### src/common/size_principle_pkg.sv
package size_principle_pkg;

    // pool size
    localparam int NUM_NEURONS = 8;
    localparam int NEURON_ID_W = $clog2(NUM_NEURONS);
    localparam int MEMBRANE_W  = 18;

    typedef logic [15:0]             length_t;
    typedef logic [15:0]             drive_t;
    typedef logic [MEMBRANE_W-1:0]   membrane_t;
    typedef logic [15:0]             param_t;
    typedef logic [2:0]              param_addr_t;
    typedef logic [15:0]             count_t;
    typedef logic [NEURON_ID_W-1:0]  neuron_id_t;

    // fractional bits of the gain register
    localparam int GAIN_FRAC = 4;

    ////////////////////////////////////////////////////////////
    // register map
    localparam param_addr_t ADDR_GAIN        = 3'd0;
    localparam param_addr_t ADDR_REST_LEN    = 3'd1;
    localparam param_addr_t ADDR_LEAK_SHIFT  = 3'd2;
    localparam param_addr_t ADDR_THRESH_BASE = 3'd3;
    localparam param_addr_t ADDR_THRESH_STEP = 3'd4;
    localparam param_addr_t ADDR_WINDOW_LEN  = 3'd5;

    ////////////////////////////////////////////////////////////
    // values after reset, gain of 16 is unity
    localparam param_t DEF_GAIN        = 16'd16;
    localparam param_t DEF_REST_LEN    = 16'd1000;
    localparam param_t DEF_LEAK_SHIFT  = 16'd4;
    localparam param_t DEF_THRESH_BASE = 16'd2000;
    localparam param_t DEF_THRESH_STEP = 16'd500;
    localparam param_t DEF_WINDOW_LEN  = 16'd64;

endpackage

### src/common/drive_if.sv
`timescale 1ns/1ns

// afferent drive plus the settings every neuron needs
interface drive_if
    import size_principle_pkg::*;
();

    drive_t drive;
    param_t leak_shift;
    param_t thresh_base;
    param_t thresh_step;

    modport source (
        output drive,
        output leak_shift,
        output thresh_base,
        output thresh_step
    );

    modport sink (
        input drive,
        input leak_shift,
        input thresh_base,
        input thresh_step
    );

endinterface

### src/param_regs.sv
`timescale 1ns/1ns

module param_regs
    import size_principle_pkg::*;
(
    input  logic        i_ep50trig,
    input  logic        i_reset_global,

    // host write strobe
    input  logic        i_param_write,
    input  param_addr_t i_param_addr,
    input  param_t      i_param_data,

    // register values
    output param_t      o_gain,
    output param_t      o_rest_len,
    output param_t      o_leak_shift,
    output param_t      o_thresh_base,
    output param_t      o_thresh_step,
    output param_t      o_window_len
);

    ////////////////////////////////////////////////////////////
    // one register per address, loaded on the strobe edge
    always_ff @(posedge i_ep50trig)
    begin
        if (i_reset_global)
        begin
            o_gain        <= DEF_GAIN;
            o_rest_len    <= DEF_REST_LEN;
            o_leak_shift  <= DEF_LEAK_SHIFT;
            o_thresh_base <= DEF_THRESH_BASE;
            o_thresh_step <= DEF_THRESH_STEP;
            o_window_len  <= DEF_WINDOW_LEN;
        end
        else if (i_param_write)
        begin
            case (i_param_addr)
                ADDR_GAIN:
                    o_gain <= i_param_data;
                ADDR_REST_LEN:
                    o_rest_len <= i_param_data;
                ADDR_LEAK_SHIFT:
                    o_leak_shift <= i_param_data;
                ADDR_THRESH_BASE:
                    o_thresh_base <= i_param_data;
                ADDR_THRESH_STEP:
                    o_thresh_step <= i_param_data;
                ADDR_WINDOW_LEN:
                    o_window_len <= i_param_data;
                // addresses 6 and 7 are unmapped
                default:
                begin
                end
            endcase
        end
    end

endmodule

### src/afferent/afferent_drive.sv
`timescale 1ns/1ns

module afferent_drive
    import size_principle_pkg::*;
(
    input  logic    i_ep50trig,
    input  logic    i_reset_global,
    input  length_t i_length,
    input  param_t  i_gain,
    input  param_t  i_rest_len,
    input  param_t  i_leak_shift,
    input  param_t  i_thresh_base,
    input  param_t  i_thresh_step,
    drive_if.source o_drive_bus
);

    length_t     stretch;
    logic [31:0] scaled;
    drive_t      drive_sat;
    drive_t      drive_q;

    ////////////////////////////////////////////////////////////
    // stretch above rest, times gain in 12.4 format
    always_comb
    begin
        if (i_length > i_rest_len)
            stretch = i_length - i_rest_len;
        else
            stretch = '0;

        scaled = (32'(stretch) * 32'(i_gain)) >> GAIN_FRAC;

        // clip to the largest drive
        if (|scaled[31:$bits(drive_t)])
            drive_sat = '1;
        else
            drive_sat = scaled[$bits(drive_t)-1:0];
    end

    always_ff @(posedge i_ep50trig)
    begin
        if (i_reset_global)
            drive_q <= '0;
        else
            drive_q <= drive_sat;
    end

    // one bundle toward the pool
    assign o_drive_bus.drive       = drive_q;
    assign o_drive_bus.leak_shift  = i_leak_shift;
    assign o_drive_bus.thresh_base = i_thresh_base;
    assign o_drive_bus.thresh_step = i_thresh_step;

endmodule

### src/pool/motor_neuron.sv
`timescale 1ns/1ns

module motor_neuron
    import size_principle_pkg::*;
#(
    parameter int NEURON_INDEX = 0
)
(
    input  logic  i_ep50trig,
    input  logic  i_reset_global,
    drive_if.sink i_drive_bus,
    output logic  o_spike
);

    membrane_t             potential;
    membrane_t             leak;
    logic [MEMBRANE_W:0]   integ;
    membrane_t             potential_next;
    logic [31:0]           threshold;

    // size principle: higher index, higher threshold
    assign threshold = 32'(i_drive_bus.thresh_base)
                     + 32'(NEURON_INDEX) * 32'(i_drive_bus.thresh_step);

    ////////////////////////////////////////////////////////////
    // leaky integration with saturation
    assign leak  = potential >> i_drive_bus.leak_shift;
    assign integ = (MEMBRANE_W+1)'(potential - leak)
                 + (MEMBRANE_W+1)'(i_drive_bus.drive);

    assign potential_next = integ[MEMBRANE_W] ? '1 : integ[MEMBRANE_W-1:0];

    always_ff @(posedge i_ep50trig)
    begin
        if (i_reset_global)
        begin
            potential <= '0;
            o_spike   <= 1'b0;
        end
        else if (32'(potential) >= threshold)
        begin
            // fire and start over from rest
            potential <= '0;
            o_spike   <= 1'b1;
        end
        else
        begin
            potential <= potential_next;
            o_spike   <= 1'b0;
        end
    end

endmodule

### src/pool/spike_collector.sv
`timescale 1ns/1ns

module spike_collector
    import size_principle_pkg::*;
(
    input  logic                   i_ep50trig,
    input  logic                   i_reset_global,
    input  logic [NUM_NEURONS-1:0] i_spikes,
    input  param_t                 i_window_len,
    output logic                   o_spike_valid,
    output neuron_id_t             o_spike_id,
    output logic                   o_count_valid,
    output count_t                 o_spike_count
);

    neuron_id_t            lowest_id;
    count_t                spike_total;
    count_t                acc;
    logic [$bits(count_t):0] acc_sum;
    count_t                acc_sat;
    param_t                win_cnt;
    param_t                win_len;

    ////////////////////////////////////////////////////////////
    // priority pick and population count
    always_comb
    begin
        lowest_id   = '0;
        spike_total = '0;
        for (int i = NUM_NEURONS - 1; i >= 0; i--)
        begin
            if (i_spikes[i])
                lowest_id = neuron_id_t'(i);
        end
        for (int i = 0; i < NUM_NEURONS; i++)
            spike_total = spike_total + count_t'(i_spikes[i]);
    end

    // count sticks at full scale
    assign acc_sum = {1'b0, acc} + {1'b0, spike_total};
    assign acc_sat = acc_sum[$bits(count_t)] ? '1 : acc_sum[$bits(count_t)-1:0];

    always_ff @(posedge i_ep50trig)
    begin
        if (i_reset_global)
        begin
            o_spike_valid <= 1'b0;
            o_spike_id    <= '0;
            o_count_valid <= 1'b0;
            o_spike_count <= '0;
            acc           <= '0;
            win_cnt       <= '0;
            win_len       <= DEF_WINDOW_LEN;
        end
        else
        begin
            o_spike_valid <= |i_spikes;
            o_spike_id    <= lowest_id;
            o_count_valid <= 1'b0;
            if (win_cnt == win_len - 1'b1)
            begin
                // close window, new length applies from here
                o_spike_count <= acc_sat;
                o_count_valid <= 1'b1;
                acc           <= '0;
                win_cnt       <= '0;
                win_len       <= i_window_len;
            end
            else
            begin
                acc     <= acc_sat;
                win_cnt <= win_cnt + 1'b1;
            end
        end
    end

endmodule

### src/size_principle_top.sv
`timescale 1ns/1ns

module size_principle_top
    import size_principle_pkg::*;
(
    input  logic        ep50trig,
    input  logic        reset_global,
    input  logic        i_param_write,
    input  param_addr_t i_param_addr,
    input  param_t      i_param_data,
    input  length_t     i_length,
    output logic        o_spike_valid,
    output neuron_id_t  o_spike_id,
    output logic        o_count_valid,
    output count_t      o_spike_count
);

    param_t gain;
    param_t rest_len;
    param_t leak_shift;
    param_t thresh_base;
    param_t thresh_step;
    param_t window_len;

    logic [NUM_NEURONS-1:0] spikes;

    drive_if u_drive_bus ();

    ////////////////////////////////////////////////////////////
    // host registers
    param_regs u_param_regs (
        .i_ep50trig     (ep50trig),
        .i_reset_global (reset_global),
        .i_param_write  (i_param_write),
        .i_param_addr   (i_param_addr),
        .i_param_data   (i_param_data),
        .o_gain         (gain),
        .o_rest_len     (rest_len),
        .o_leak_shift   (leak_shift),
        .o_thresh_base  (thresh_base),
        .o_thresh_step  (thresh_step),
        .o_window_len   (window_len)
    );

    afferent_drive u_afferent (
        .i_ep50trig     (ep50trig),
        .i_reset_global (reset_global),
        .i_length       (i_length),
        .i_gain         (gain),
        .i_rest_len     (rest_len),
        .i_leak_shift   (leak_shift),
        .i_thresh_base  (thresh_base),
        .i_thresh_step  (thresh_step),
        .o_drive_bus    (u_drive_bus.source)
    );

    ////////////////////////////////////////////////////////////
    // motor neuron pool, thresholds ordered by index
    for (genvar k = 0; k < NUM_NEURONS; k++)
    begin : g_neuron
        motor_neuron #(
            .NEURON_INDEX (k)
        ) u_neuron (
            .i_ep50trig     (ep50trig),
            .i_reset_global (reset_global),
            .i_drive_bus    (u_drive_bus.sink),
            .o_spike        (spikes[k])
        );
    end

    spike_collector u_collector (
        .i_ep50trig     (ep50trig),
        .i_reset_global (reset_global),
        .i_spikes       (spikes),
        .i_window_len   (window_len),
        .o_spike_valid  (o_spike_valid),
        .o_spike_id     (o_spike_id),
        .o_count_valid  (o_count_valid),
        .o_spike_count  (o_spike_count)
    );

endmodule

### config.mk
export PLATFORM = sky130hd
export DESIGN_NAME = size_principle_top
export DESIGN_NICKNAME = d
export VERILOG_FILES = /design/src/common/size_principle_pkg.sv /design/src/common/drive_if.sv /design/src/param_regs.sv /design/src/afferent/afferent_drive.sv /design/src/pool/motor_neuron.sv /design/src/pool/spike_collector.sv /design/src/size_principle_top.sv
export SDC_FILE = /design/constraint.sdc
export NUM_CORES = 2
export LEC_CHECK = 0
export BUFFER_PORTS_ARGS = -buffer_cell sky130_fd_sc_hd__buf_2
export CAP_MARGIN = 20
export CORE_ASPECT_RATIO = 1.4
export CORE_UTILIZATION = 40
export CTS_CLUSTER_SIZE = 10
export DETAILED_ROUTE_END_ITERATION = 8
export PLACE_DENSITY = 0.63
export REMOVE_ABC_BUFFERS = 1
export SLEW_MARGIN = 20
export SYNTH_ARGS = -nofsm -noshare
export SYNTH_HDL_FRONTEND = slang
export SYNTH_SLANG_ARGS = --single-unit
### constraint.sdc
create_clock -name ep50trig -period 13.26 [get_ports ep50trig]
set_input_delay 3.978 -clock ep50trig [delete_from_list [all_inputs] [get_ports ep50trig]]
set_output_delay 3.978 -clock ep50trig [all_outputs]
set_load 0.1 [all_outputs]
== Word-level counts from Yosys, hierarchy flattened ==
Index checks and enable logic that the tools add are counted.

* Bits in writable memories: 0
* Register bits after elaboration: 333
* ROM bits: 0
* Bits of input ports: 38
* Output and inout bits: 21
* Latch bits: 0
* Memories kept: 0
* Word-level logic and storage cells: 142

* $lt $le $gt $ge: 9
* Divide/modulo/power cells: 0
* $mul: 5
* $add $sub $neg: 34
* Shift operators: 8
* Reductions and logical operators: 21
* Mux-type cells: 27
* Bitwise logic cells: 0
* Equal/unequal tests: 6

{| class="wikitable"
|+ Operator list
! operator !! count
|-
| greater-or-equal comparator 18 x 32 -> 1 bit || 7
|-
| adder 19 x 16 -> 19 bit || 8
|-
| subtractor 18 x 18 -> 19 bit || 8
|-
| two-way mux 18 bit || 8
|-
| right shift 18 x 16 -> 18 bit || 8
|-
| adder 16 x 1 -> 16 bit || 6
|-
| adder 16 x 19 -> 20 bit || 3
|-
| two-way mux 16 bit || 3
|-
| adder 16 x 18 -> 19 bit || 2
|-
| multiplier 3 x 16 -> 19 bit (first input constant) || 2
|-
| multiplier 2 x 16 -> 18 bit (first input constant) || 2
|-
| adder 16 x 16 -> 17 bit || 2
|-
| multiplier 16 x 16 -> 32 bit || 1
|-
| OR reduction 2 bit || 10
|-
| adder 16 x 17 -> 18 bit || 1
|-
| greater-or-equal comparator 18 x 16 -> 1 bit || 1
|-
| adder 16 x 1 -> 16 bit (second input constant) || 1
|-
| == test 16 bit || 1
|-
| greater-than comparator 16 bit || 1
|-
| subtractor 16 x 1 -> 16 bit (second input constant) || 1
|-
| subtractor 16 bit || 1
|-
| two-way mux 3 bit || 4
|-
| AND reduction 2 bit || 6
|-
| OR reduction 12 bit || 1
|-
| other kinds (10) || 22
|}

== Logic depth before layout (Yosys ltp) ==
* Word-level depth: 9
* Gate-level depth with buffers: 38
* Depth with buffers taken out: 35

== Hierarchy ==
A second synthesis with hierarchy kept.

* Cells, all modules: 6,195
* Area total of the unflattened synthesis: 51,455.6 um^2

{| class="wikitable"
|+ By module, submodules not included
! module !! instances !! area an instance (um^2) !! sequential area each (um^2) !! cells an instance
|-
| afferent_drive || 1 || 10,747.8 || 320.3 || 1,284
|-
| motor_neuron (g_neuron[7].u_neuron) || 1 || 4,704.5 || 380.4 || 552
|-
| motor_neuron (g_neuron[5].u_neuron) || 1 || 4,620.7 || 380.4 || 558
|-
| motor_neuron (g_neuron[6].u_neuron) || 1 || 4,558.1 || 380.4 || 599
|-
| motor_neuron (g_neuron[3].u_neuron) || 1 || 4,355.4 || 380.4 || 531
|-
| motor_neuron (g_neuron[1].u_neuron) || 1 || 4,028.9 || 380.4 || 503
|-
| motor_neuron (g_neuron[4].u_neuron) || 1 || 3,927.5 || 380.4 || 509
|-
| param_regs || 1 || 3,831.2 || 1,921.8 || 351
|-
| motor_neuron (g_neuron[2].u_neuron) || 1 || 3,793.6 || 380.4 || 487
|-
| spike_collector || 1 || 3,626.0 || 1,381.3 || 419
|-
| motor_neuron (g_neuron[0].u_neuron) || 1 || 3,261.9 || 380.4 || 402
|}

== Least setup slack after synthesis ==
Ideal clock, no wire load.

* Path kind: input-to-reg
* From: input port i_length[0]
* To: register u_afferent.drive_q[10], in the netlist u_afferent.o_drive_bus.drive[10]
* Data arrival time: 11,981 ps
* Setup slack: 1,146 ps
* Required time: 13,128 ps
* Cell stages on the path: 34
* Path through: inv_1 > ha_1 > inv_1 > fa_1 > a21oi_2 > o221ai_2 > a221oi_2 > o21ai_0 > a21o_1 > a21oi_1 > xnor2_1 > clkbuf_1 > nand3_1 > fa_1 > fa_1 > inv_1 > fa_1 > inv_1 > fa_1 > fa_1 > fa_1 > inv_1 > ha_1 > a211o_1 > a211oi_1 > o211a_1 > a211o_2 > o21bai_1 > a221oi_1 > xnor2_1 > nand2_1 > a2111oi_4 > buf_6 > a31oi_1

* Longest elaborated chain between the ends: 5
* Elaborated cells on any way between the ends: 6
* Those cells by class: add/sub: 1; mul: 1; order compare: 1; mux: 2; reduce/logical: 1

{| class="wikitable"
|+ RTL lines
! element !! line !! text
|-
| from (decl) || size_principle_top.sv:11 || <nowiki>input length_t i_length,</nowiki>
|-
| subtractor 16 bit or greater-than comparator 16 bit (tied branches) || afferent_drive.sv:27, afferent_drive.sv:26 ||
|-
| two-way mux 16 bit (*) || afferent_drive.sv:26 || <nowiki>if (i_length > i_rest_len)</nowiki>
|-
| multiplier 16 x 16 -> 32 bit (*) || afferent_drive.sv:31 || <nowiki>scaled = (32'(stretch) * 32'(i_gain)) >> GAIN_FRAC;</nowiki>
|-
| OR reduction 12 bit || afferent_drive.sv:34 || <nowiki>if (|scaled[31:$bits(drive_t)])</nowiki>
|-
| two-way mux 16 bit (*) || afferent_drive.sv:34 ||
|-
| to (signal assigned) || afferent_drive.sv:45 || <nowiki>drive_q <= drive_sat;</nowiki>
|-
| to (decl) || afferent_drive.sv:20 || <nowiki>drive_t drive_q;</nowiki>
|}

Every way passes the cells marked *; elsewhere a longest branch is shown, timed or not.
A chain may end at the register's enable or synchronous reset.

== Final worst setup path ==
* From: input port i_length[0]
* To: register u_afferent.drive_q[12], in the netlist u_afferent.o_drive_bus.drive[12]

Same word-level chain as after synthesis.

==> metrics.md <==
| Metric | Value |
|---|---|
| Run status | complete, no violations |
| Worst min path class | flip-flop to flip-flop |
| Vias in the first global route | 41840 |
| IO Pins | 59 |
| CP max stage cell | fa_1 |
| Net switching power | 5001 µW |
| CP startpoint kind | primary input |
| GRT overflow | 0 |
| First-pass GRT wire length | 242700 µm |
| Area share of the largest cell type after synthesis | 0.1670 |
| Net Sw Frac | 0.5067 |
| Util after Layout | 0.4354 |
| Commonest non-fill, non-tap cells in the layout | 851 x inv_1, 585 x nand2_1, 579 x ha_1, 451 x a21oi_1, 410 x nor2_1 |
| Tcrit/Tclk final | 0.9265 |
| RSZ-0062 raised after global routing | false |
| Power per cell area | 194.6 mW/mm² |
| Layout fillers | 11640 |
| Clock sinks | 333 |
| Area growth, synth to finish | 7.666% |
| Relative max-transition margin | 0.2561 |
| Worst vdd ir | 0.1189 mV |
| Fin nets | 6905 |
| Final slew viol count | 0 |
| Antenna-violating nets left | 0 |
| Antenna violations before repair | 2 |
| Core box area | 0.1165 mm² |
| Detailed Route WL | 160000 µm |
| Share of power burned in registers | 0.151 |
| Crit end category | flip-flop |
| Part of the power in the clock network | 0.121 |
| Routability cong. | 0.9760 |
| Post-CTS setup buffer count | 0 |
| # DRC | 0 |
| Post-synth EDFFs | 0 |
| WP data arrival | 12.74 ns |
| Die width | 292.0 µm |
| Router iterations before antenna repair | 6 |
| Post-synthesis cell area | 0.04710 mm² |
| Maximum operating frequency | 81.40 MHz |
| YS warnings | 0 |
| Via count | 42230 |
| Die area | 0.1191 mm² |
| Gr usage total | 0.2652 |
| CTS tree | built |
| Initial Util | 0.4044 |
| H-tree depth | 2 |
| Largest net degree at the start of global routing | 121 |
| CTS clk-pin slew, worst paths | 0.05 ns |
| Clock Path Buffers | 3 |
| Per-cell routed wire length | 21.57 µm |
| CTS root buffer | clkbuf_16 |
| Crit-path most repeated cell | fa_1 |
| Total power | 9870 µW |
| Critical path fanouts, max | 81 |
| Pleak | 0.02393 µW |
| Synthesis-stage register bit count | 333 |
| Port Buf Inserts | 58 |
| Post-Syn Area per Cell | 7.961 µm² |
| PostCTS Resize Cnt | 0 |
| DP Wirelength | 120500 µm |
| Layout cells sized above 1 | 0.05948 |
| Clock latency on the worst-skew pair | 0.64 ns |
| Worst path required time | 13.72 ns |
| Iter 0 DRT Violations | 3096 |
| Slew @ Worst Pin | 1.107 ns |
| Worst setup path category | primary input to flip-flop |
| Post-route setup TNS | 0 ns |
| Synth top area cells | fa_1 17%, ha_1 15%, dfxtp_1 14% |
| Final Hold Viols | 0 |
| CP peak stage delay | 0.55 ns |
| Dominant synthesized flop cell | dfxtp_1 |
| Vias per Instance | 5.691 |
| Post-synth ARST share | 0 |
| Worst Clk Skew | 0.03999 ns |
| Dominant cell type by area after synthesis | fa_1 |
| Post-route minimum period | 12.29 ns |
| Die height | 408.0 µm |
| Site Rows | 148 |
| P_int | 4869 µW |
| CTS Buf Count | 45 |
| MaxCap Viol Count | 0 |
| Post-Syn Instances | 5916 |
| Final Setup Violations | 0 |
| Hold Buf Count CTS | 0 |
| Combinational Power Share | 0.728 |
| Number of distinct library cells after synthesis | 103 |
| Post-synthesis sequential area ratio | 0.1415 |
| Commonest non-fill, non-tap cell in the layout | inv_1 |
## per-layer routing
metal / vias to the layer above / part of all wire / global-route usage
met5: - / 0 / 0
li1: 19910 / - / -
met4: 0 / 0.084 / 0.1937
met2: 1472 / 0.49 / 0.4651
met3: 505 / 0.057 / 0.02999
met1: 20340 / 0.37 / 0.2957
## cell usage after synthesis, drive strengths merged (12+ instances only)
master,count
a211o,19
a211oi,61
a21boi,12
a21o,111
a21oi,455
a22oi,48
a311oi,18
a31oi,48
and2,62
and3,178
buf,39
clkbuf,201
dfxtp,333
fa,393
ha,579
inv,856
mux2i,140
mux4,16
nand2,586
nand2b,54
nand3,130
nand4,19
nor2,416
nor2b,49
nor3,113
nor4,12
o211a,13
o211ai,54
o21a,100
o21ai,233
o21bai,45
o41ai,14
or2,36
or3,26
xnor2,168
xor2,143
## logic make-up (layout without fill, tap and decap cells)
logic type,after synthesis,in the layout,synth area share
AO/OA/AOI/OAI,1339,1339,0.1852
multiplexers,157,157,0.03791
other,0,3,0
XOR/XNOR,311,311,0.05783
flip-flops,333,333,0.1415
adder cells (fa/ha/maj),972,972,0.3208
buffers and inverters,1097,1099,0.08822
AND/OR/NAND/NOR,1707,1707,0.1684
## state kept, by name, indices dropped and copies added (netlist names)
register	cells
u_param_regs.o_thresh_step	16
u_collector.o_spike_id	3
u_param_regs.o_thresh_base	16
g_neuron.u_neuron.o_spike	8
u_afferent.o_drive_bus.drive	16
u_collector.win_cnt	16
u_collector.o_spike_valid	1
u_collector.win_len	16
u_param_regs.o_leak_shift	16
u_collector.acc	16
u_param_regs.o_rest_len	16
g_neuron.u_neuron.potential	144
u_collector.o_count_valid	1
u_param_regs.o_window_len	16
u_collector.o_spike_count	16
u_param_regs.o_gain	16
## metrics by stage
stage,hold WS [ns],worst slack (ns),instance area [µm²],instances
finish,0.4508,0.9745,50710,7421
global route,0.4679,0.6131,50700,7418
CTS,0.4504,1.100,50690,7417
detailed placement,0.4431,0.4518,49290,7347
global placement,0.4363,0.6901,49290,7346
floorplan,0.4268,-0.6070,46160,5676
## worst paths after layout
check	startpoint	endpoint	slack (ns)	depth (start not counted)
hold / removal	u_param_regs.o_window_len[15]	u_param_regs.o_window_len[15]	0.45	2
setup reg to reg	u_param_regs.o_rest_len[0]	u_afferent.o_drive_bus.drive[12]	4.10	32
setup / recovery	i_length[0]	u_afferent.o_drive_bus.drive[12]	0.97	34
hold reg to reg	u_param_regs.o_window_len[15]	u_param_regs.o_window_len[15]	0.45	2
## layout make-up
type                            instances  area [µm²]  area share
Inverter                              857        3218     0.06346
Sequential cell                       333        6676      0.1317
Antenna cell                            3       7.507   0.0001480
Clock inverter                         15       202.7    0.003997
Multi-Input combinational cell       4486       36350      0.7169
Tap cell                             1500        1877     0.03701
Clock buffer                           55        1194     0.02354
Timing Repair Buffer                  172        1181     0.02329
## worst max-delay path: cells and delay by family
kind	cells	cell delay (ns)
fa+ha+maj	9	3.70
compound gates	13	3.17
buf+inv	8	0.91
simple gates	3	0.78
xor+xnor	1	0.17
## power groups by stage
stage	Clock [µW]	Sequential [µW]	Combinational, µW
2_1_floorplan	0	1420	5420
3_3_place_gp	0	1500	6990
3_5_place_dp	0	1500	7090
4_1_cts	1230	1480	7150
5_1_grt	1260	1500	8080
6_report	1200	1490	7180
Power figures use the tool's default switching activity.
